[config.mk]
export PLATFORM = sky130hd
export DESIGN_NAME = ecc87_top
export DESIGN_NICKNAME = d
export VERILOG_FILES = /design/src/verilog/ecc87_pkg.sv /design/src/verilog/ecc87_encode_stage.sv /design/src/verilog/ecc87_locate_stage.sv /design/src/verilog/ecc87_correct_stage.sv /design/src/verilog/ecc87_top.sv
export SDC_FILE = /design/constraint.sdc
export NUM_CORES = 1
export LEC_CHECK = 0
export BUFFER_PORTS_ARGS = -buffer_cell sky130_fd_sc_hd__buf_2
export CAP_MARGIN = 25
export CORE_UTILIZATION = 60
export DETAILED_ROUTE_END_ITERATION = 16
export HOLD_SLACK_MARGIN = 0.02
export PLACE_DENSITY = 0.84
export RECOVER_POWER = 100
export SYNTH_ARGS = -nofsm -noshare
export SYNTH_HDL_FRONTEND = slang
export SYNTH_SLANG_ARGS = --single-unit
[constraint.sdc]
create_clock -name clk -period 11.2 [get_ports clk]
set_input_delay 2.24 -clock clk [delete_from_list [all_inputs] [get_ports clk]]
set_output_delay 2.24 -clock clk [all_outputs]
set_load 0.1 [all_outputs]
[src/verilog/ecc87_pkg.sv]
package ecc87_pkg;

    localparam int DATA_W  = 87;
    localparam int CHECK_W = 8;
    localparam int POS_W   = 7;   // hamming position width, positions 3..94
    localparam int IDX_W   = 7;   // data bit index width

    typedef logic [DATA_W-1:0]  data_t;
    typedef logic [CHECK_W-1:0] check_t;

    typedef enum logic [1:0] {
        ERR_NONE,
        ERR_SINGLE,
        ERR_DOUBLE
    } err_kind_e;

    // encode -> locate
    typedef struct packed {
        logic   valid;
        logic   bypass;
        data_t  data;
        check_t rx_check;    // check bits as received
        check_t calc_check;  // check bits recomputed from data
    } enc_stage_t;

    // locate -> correct
    typedef struct packed {
        logic             valid;
        data_t            data;
        check_t           calc_check;
        err_kind_e        kind;
        logic             flip;   // data bit at idx must be inverted
        logic [IDX_W-1:0] idx;
    } loc_stage_t;

    // Data bit i sits at the (i+1)-th position from 3 upward that is not a
    // power of two. Start at i+3 and step over each power of two reached.
    function automatic logic [POS_W-1:0] data_position(input int i);
        int pos;
        pos = i + 3;
        for (int k = 2; k < POS_W; k++) begin
            if (pos >= (1 << k)) begin
                pos = pos + 1;  // skip check bit slot
            end
        end
        return pos[POS_W-1:0];
    endfunction

    // low bits are the position, top bit set for an even popcount so every
    // column has an odd weight overall
    function automatic check_t check_column(input int i);
        logic [POS_W-1:0] pos;
        pos = data_position(i);
        return {~^pos, pos};
    endfunction

endpackage

[src/verilog/ecc87_encode_stage.sv]
`timescale 1ns/1ns

module ecc87_encode_stage (
    input  logic                  clk,
    input  logic                  rst,
    input  logic                  in_valid,
    input  ecc87_pkg::data_t      data_in,
    input  ecc87_pkg::check_t     parity_in,
    input  logic                  bypass,
    output ecc87_pkg::enc_stage_t enc
);

    ecc87_pkg::check_t calc_check;

    // each set data bit contributes its column
    always_comb begin
        calc_check = '0;
        for (int i = 0; i < ecc87_pkg::DATA_W; i++) begin
            if (data_in[i]) begin
                calc_check = calc_check ^ ecc87_pkg::check_column(i);
            end
        end
    end

    always_ff @(posedge clk) begin
        if (rst) begin
            enc.valid <= 1'b0;
        end else begin
            enc.valid <= in_valid;
        end
        enc.bypass     <= bypass;
        enc.data       <= data_in;
        enc.rx_check   <= parity_in;
        enc.calc_check <= calc_check;
    end

endmodule

[src/verilog/ecc87_locate_stage.sv]
`timescale 1ns/1ns

module ecc87_locate_stage (
    input  logic                  clk,
    input  logic                  rst,
    input  ecc87_pkg::enc_stage_t enc,
    output ecc87_pkg::loc_stage_t loc
);

    ecc87_pkg::check_t            syndrome;
    logic                         col_match;
    logic [ecc87_pkg::IDX_W-1:0]  match_idx;
    ecc87_pkg::err_kind_e         kind;
    logic                         flip;

    assign syndrome = enc.rx_check ^ enc.calc_check;

    // columns are unique, at most one hit
    always_comb begin
        col_match = 1'b0;
        match_idx = '0;
        for (int i = 0; i < ecc87_pkg::DATA_W; i++) begin
            if (syndrome == ecc87_pkg::check_column(i)) begin
                col_match = 1'b1;
                match_idx = ecc87_pkg::IDX_W'(i);
            end
        end
    end

    always_comb begin
        kind = ecc87_pkg::ERR_DOUBLE;
        flip = 1'b0;
        if (enc.bypass || syndrome == '0) begin
            kind = ecc87_pkg::ERR_NONE;
        end else if (col_match) begin
            kind = ecc87_pkg::ERR_SINGLE;  // data bit hit
            flip = 1'b1;
        end else if ($onehot(syndrome)) begin
            kind = ecc87_pkg::ERR_SINGLE;  // check bit hit, data intact
        end
    end

    always_ff @(posedge clk) begin
        if (rst) begin
            loc.valid <= 1'b0;
        end else begin
            loc.valid <= enc.valid;
        end
        loc.data       <= enc.data;
        loc.calc_check <= enc.calc_check;
        loc.kind       <= kind;
        loc.flip       <= flip;
        loc.idx        <= match_idx;
    end

    // a data flip is always a single error on an existing bit
    a_flip_in_range: assert property (@(posedge clk) disable iff (rst)
        loc.valid && loc.flip |-> loc.kind == ecc87_pkg::ERR_SINGLE
                                  && loc.idx < ecc87_pkg::DATA_W);

endmodule

[src/verilog/ecc87_correct_stage.sv]
`timescale 1ns/1ns

module ecc87_correct_stage (
    input  logic                  clk,
    input  logic                  rst,
    input  ecc87_pkg::loc_stage_t loc,
    output logic                  out_valid,
    output ecc87_pkg::data_t      data_out,
    output ecc87_pkg::check_t     parity_out,
    output logic                  sbit_err,
    output logic                  dbit_err
);

    ecc87_pkg::data_t corrected;

    always_comb begin
        corrected = loc.data;
        if (loc.flip) begin
            corrected[loc.idx] = ~loc.data[loc.idx];
        end
    end

    always_ff @(posedge clk) begin
        if (rst) begin
            out_valid <= 1'b0;
            sbit_err  <= 1'b0;
            dbit_err  <= 1'b0;
        end else begin
            out_valid <= loc.valid;
            sbit_err  <= loc.valid && loc.kind == ecc87_pkg::ERR_SINGLE;
            dbit_err  <= loc.valid && loc.kind == ecc87_pkg::ERR_DOUBLE;
        end
        data_out   <= corrected;
        parity_out <= loc.calc_check;  // always the fresh check bits
    end

    a_flags_exclusive: assert property (@(posedge clk) disable iff (rst)
        !(sbit_err && dbit_err));

    a_idle_after_rst: assert property (@(posedge clk)
        rst |=> !out_valid);

endmodule

[src/verilog/ecc87_top.sv]
`timescale 1ns/1ns

module ecc87_top (
    input  logic              clk,
    input  logic              rst,
    input  logic              in_valid,
    input  ecc87_pkg::data_t  data_in,
    input  ecc87_pkg::check_t parity_in,
    input  logic              bypass,
    output logic              out_valid,
    output ecc87_pkg::data_t  data_out,
    output ecc87_pkg::check_t parity_out,
    output logic              sbit_err,
    output logic              dbit_err
);

    ecc87_pkg::enc_stage_t enc;
    ecc87_pkg::loc_stage_t loc;

    ecc87_encode_stage ecc87_encode_stage_inst (
        .clk       (clk),
        .rst       (rst),
        .in_valid  (in_valid),
        .data_in   (data_in),
        .parity_in (parity_in),
        .bypass    (bypass),
        .enc       (enc)
    );

    ecc87_locate_stage ecc87_locate_stage_inst (
        .clk (clk),
        .rst (rst),
        .enc (enc),
        .loc (loc)
    );

    ecc87_correct_stage ecc87_correct_stage_inst (
        .clk        (clk),
        .rst        (rst),
        .loc        (loc),
        .out_valid  (out_valid),
        .data_out   (data_out),
        .parity_out (parity_out),
        .sbit_err   (sbit_err),
        .dbit_err   (dbit_err)
    );

endmodule

# Word-level counts from Yosys, hierarchy flattened
# Cells that the tools add are included.
# totals
output_inout_bits	98
wordCells	2032
regBits	309
in_bits	99
# op_classes
reduce_logical	95
n_addsub	351
eq_ne	90
mux	1042
bitwise_logic	88
order_cmp	346
# ops
op	n
$mux W32	602
$add A32 B2 Y32 const B	258
$ge A32 B5 Y1 const B	86
$ge A32 B6 Y1 const B	86
$ge A32 B7 Y1 const B	86
$ge A32 B8 Y1 const B	86
$mux W7	234
$mux W8	87
$xor A8 B8 Y8	87
$add A7 B2 Y7 const B	86
$reduce_xnor A7 Y1	86
$eq A8 B8 Y1 const B	46
$eq A8 B6 Y1 const B	15
$eq A8 B7 Y1 const B	15
$mux W1	92
$bwmux W87	1
$mux W87	1
$mux W5	16
$eq A8 B5 Y1 const B	7
$eq A8 B4 Y1 const B	3
$reduce_or A23 Y1	1
$mux W3	4
$add A1 B1 Y2	4
$eq A8 B3 Y1 const B	1
other kinds (18)	22

# Longest topological paths before layout
# depth
word_depth	186
mapped_depth	17
ltp_nobuf	14

# Cells and area by module
# A second synthesis with hierarchy kept.
# unflattened
cells_unflattened	1228
hier_area_um2	12703.4
# modules_own_cells
module	cells_per_inst	instances	area_per_inst_um2	seq_area_each_um2
ecc87_locate_stage	487	1	4549.4	2122.0
ecc87_correct_stage	476	1	4304.1	1961.9
ecc87_encode_stage	265	1	3849.9	2102.0

# Worst setup path after synthesis
# Ideal clock, no wire load.
# synth_path
path_kind	register to register
start	register ecc87_encode_stage_inst.enc[7] (netlist name)
end	register ecc87_locate_stage_inst.loc[9] (netlist name)
n_path_buf	3
period_less_slack_ns	4.020
path_slack_ns	7.180
setup_time_ns	0.116
t_required_ns	11.084
arrival_time_ns	3.905
stages_incl_launch_ff	18
path_cell_list	dfxtp_1 > xor2_2 > inv_2 > buf_6 > clkbuf_1 > buf_2 > fa_1 > inv_1 > ha_1 > fa_1 > ha_1 > inv_1 > fa_1 > a2111oi_0 > a21oi_1 > nor3_1 > nor2_1 > and3b_1
# synth_via
elab_chain_len	90
elab_cells_between_ends	183
cone_classes	3 x add/sub; 88 x eq/ne; 88 x mux; 1 x bitwise; 3 x reduce/logical
# synth_lines
element	line_no	rtl
$xor A8 B8 Y8 (*)	ecc87_locate_stage.sv:16	assign syndrome = enc.rx_check ^ enc.calc_check;
$eq A8 B8 Y1	ecc87_locate_stage.sv:23	if (syndrome == ecc87_pkg::check_column(i)) begin
$mux W1 (87 in series)	ecc87_locate_stage.sv:23	
$reduce_or A2 Y1 (no source line)	n/a	
# Mark *: on every way between the ends. The rest lies on a longest branch, timed or not.
# A chain may end at the register's enable or synchronous reset.

# Worst setup path in the final report
# layout_path
start	register ecc87_encode_stage_inst.enc[7] (netlist name)
end	register ecc87_locate_stage_inst.loc[9] (netlist name)
# layout_via
elab_chain_len	90
elab_cells_between_ends	183
cone_classes	3 x add/sub; 88 x eq/ne; 88 x mux; 1 x bitwise; 3 x reduce/logical
# layout_lines
element	line_no
$xor A8 B8 Y8 (*)	ecc87_locate_stage.sv:16
$eq A8 B8 Y1	ecc87_locate_stage.sv:23
$mux W1 (87 in series)	ecc87_locate_stage.sv:23
$reduce_or A2 Y1 (no source line)	n/a
# Marked as above.

==> flow_summary.yaml <==
logic_synthesis:
  yosysTopAreaCell: "dfxtp_1"
  synth_cells: 1188
  yosysMostFrequentCell: "dfxtp_1"
  syn-cell-area_um2: 12360
  async_flop_share_pct: 0
  synth_area_leaders: "dfxtp_1, xnor2_1, nand2_1"
  synth_top_area_share_pct: 50.05
  synth_common_cells: "dfxtp_1, xnor2_1, nand2_1"
  ys_seq_area_share_pct: 50.05
  syn_area_per_cell_um2: 10.40
  syn-num-nets: 1305
  ys_seq_elements: 309
  synth_flop_cell: "dfxtp_1"
  synth.distinct_cells: 70
  synth_edf_count: 0
  yosys_warnings: 0
placed_design:
  place_area_um2: 13500
  port_buffers: 196
  place_ws_ns: 6.898
  hpwl_um: 28190
  routabilityCongestion: 1.021
  dp_cells: 1607
timing:
  fin_skew_ns: 0.03265
  rsz0062_at_grt: "false"
  fmax_mhz: 170.6
  slew_headroom_pct: -57.11
  setup_ws_ns: 5.339
  post-route-period-util_pct: 52.33
  tns_ns: 0
  slew_violations: 45
  setup_viol: 0
  worst_pin_slew_ns: 2.357
  hold_violations: 0
  layout_min_cycle_time_ns: 5.861
routing:
  via_per_inst: 5.942
  dr.pass1.iters: 6
  drt-total-wl_um: 38150
  routedWlPerCell_um: 23.01
  ant_nets: 0
  num_vias: 9852
  drtIter0Drc: 1378
  route.detailed.drc: 0
cts:
  cts.clk_slew.worst_paths_ns: 0.06
  htreeDepth: 1
  cts_resized: 0
  cts_buffers: 28
  clk_latency_ns: 0.57
  cts_root_buf: "clkbuf_16"
  cts_hold_buf: 0
  post_cts_buffers: 0
  clockBufferDepth: 3
  tritoncts: "built"
  clock-sinks: 309
floorplan:
  ios: 197
  die_x_um: 145.5
  coreArea_um2: 20230
  fp.dieArea_um2: 21180
  num_rows: 52
  initial_core_util_pct: 61.08
  dieHeight_um: 145.5
power_and_ir_drop:
  power_frac_comb_pct: 45.5
  powerDensity_nw_per_um2: 289.0
  p_switching_mw: 1.779
  p_clk_share_pct: 22.9
  swShare_pct: 43.42
  p_seq_share_pct: 31.6
  power.leakage_nw: 5.236
  ir_drop_uv: 225.0
  internal-power_mw: 2.318
global_routing:
  grt_pass1_vias: 9351
  grt_usage_pct: 35.69
  grt_pass1_wl_um: 56750
  grt_max_degree: 46
  antenna_found_initial: 1
  grt_overflow: 0
worst_setup_path:
  reg2reg_to: "ecc87_locate_stage_inst.loc[9]"
  reg2reg_depth: 15
  start_kind: "flop"
  cp_max_fo: 33
  critical_path_required_ns: 11.64
  path_class: "reg -> reg"
  critPathArrivalTime_ns: 6.30
  r2r_slack_ns: 5.34
  endpoint_kind: "flop"
  r2r_start: "ecc87_encode_stage_inst.enc[7]"
run:
  max_cap_violations: 1
cells_and_area:
  antenna_cells: 0
  final_util_pct: 70.05
  postLayoutCellArea_um2: 14170
  instances_no_fill: 1658
  nNetsFinal: 1484
  drive_above_1_share_pct: 8.862
  num-fill-cells: 1570
  area_delta_synth_final_pct: 14.68
min_path:
  hold_end: "ecc87_locate_stage_inst.loc[65]"
  hold_depth: 0
  hp-class: "reg -> reg"
  hp-start: "ecc87_encode_stage_inst.enc[63]"
run_status:
  status: "finished with violations"
  violations: "max-capacitance violations, max-slew violations"
how the worst max path moves through the flow:
stage                                         startpoint                              to  slack, ns  cells past startpoint
final                     ecc87_encode_stage_inst.enc[7]  ecc87_locate_stage_inst.loc[9]       5.34                     15
after global routing      ecc87_encode_stage_inst.enc[7]  ecc87_locate_stage_inst.loc[9]       4.98                     15
after CTS                 ecc87_encode_stage_inst.enc[7]  ecc87_locate_stage_inst.loc[9]       6.88                     15
after detailed placement  ecc87_encode_stage_inst.enc[7]  ecc87_locate_stage_inst.loc[9]       6.90                     15
after global placement    ecc87_encode_stage_inst.enc[7]  ecc87_locate_stage_inst.loc[9]       6.99                     15
after floorplan           ecc87_encode_stage_inst.enc[7]  ecc87_locate_stage_inst.loc[9]       7.18                     17
power by group through the flow:
stage,sequential (mW),combinational (mW),clock (mW)
2_1_floorplan,1.53,1.18,0
3_3_place_gp,1.31,1.84,0
3_5_place_dp,1.31,1.84,0
4_1_cts,1.29,1.86,0.943
5_1_grt,1.30,1.99,0.992
6_report,1.29,1.86,0.938
cell families after synthesis:
family / synth area share [%]
adders and majority gates: 2.065
DFF: 50.05
xor gates and xnor gates: 14.75
muxes: 6.995
AOI/OAI and AO/OA: 12.66
and+or+nand+nor: 10.41
buffers and inverters: 3.068
critical path: stages, from the launching register on:
cell	delay, ns
dfxtp_1	0.38
xor2_2	0.13
clkbuf_1	1.08
inv_1	0.97
fa_1	0.77
inv_1	0.04
ha_1	0.30
fa_1	0.55
ha_1	0.16
inv_1	0.05
fa_1	0.38
a2111oi_0	0.40
a21oi_1	0.08
nor3_1	0.18
nor2_1	0.08
and3b_1	0.17
metrics by stage:
step	hold WS [ns]	total power [mW]
after detailed placement	0.3121	3.154
after floorplan	0.3096	2.704
after global routing	0.3239	4.289
final	0.3040	4.096
after CTS	0.3119	4.092
after global placement	0.3095	3.157
per-layer routing:
layer  up-vias  track usage (%)  routed length [um]
met5         -                0                   0
met4         0            9.316                 910
met3        87            11.16                5253
met2       693            51.35               15830
met1      4572            51.78               16160
li1       4500                -                   -
cells in the final DEF, fill, tap and decap left out, types with 11 or more instances in the layout:
master	instances
mux4_2	11
mux2_2	27
o31ai_1	56
ha_1	14
dfxtp_1	309
mux2i_1	20
buf_4	11
nand3_1	25
nor2b_1	13
nor3_1	20
o21ai_0	59
clkbuf_16	28
xor2_1	37
clkbuf_1	190
xnor2_1	159
inv_1	22
a21oi_1	30
nor2_1	49
nand2_1	116
sequential cells by signal (all words and copies together) (netlist names):
signal / cells
ecc87_correct_stage_inst.dbit_err: 1
ecc87_correct_stage_inst.parity_out: 8
ecc87_correct_stage_inst.sbit_err: 1
ecc87_encode_stage_inst.enc: 105
ecc87_correct_stage_inst.out_valid: 1
ecc87_locate_stage_inst.loc: 106
ecc87_correct_stage_inst.data_out: 87
area by class of cell:
cell class / instances / area, um^2 / share of cell area (%)
clock inverters: 13 / 101.3 / 0.7150
flip-flops and latches: 309 / 6186 / 43.64
repair buffers: 210 / 842.1 / 5.941
well taps: 270 / 337.8 / 2.383
inverters: 23 / 86.33 / 0.6091
multi-input cells: 795 / 5792 / 40.86
clock buffers: 38 / 828.3 / 5.844
Note: power is estimated with default switching activity, not from simulation.
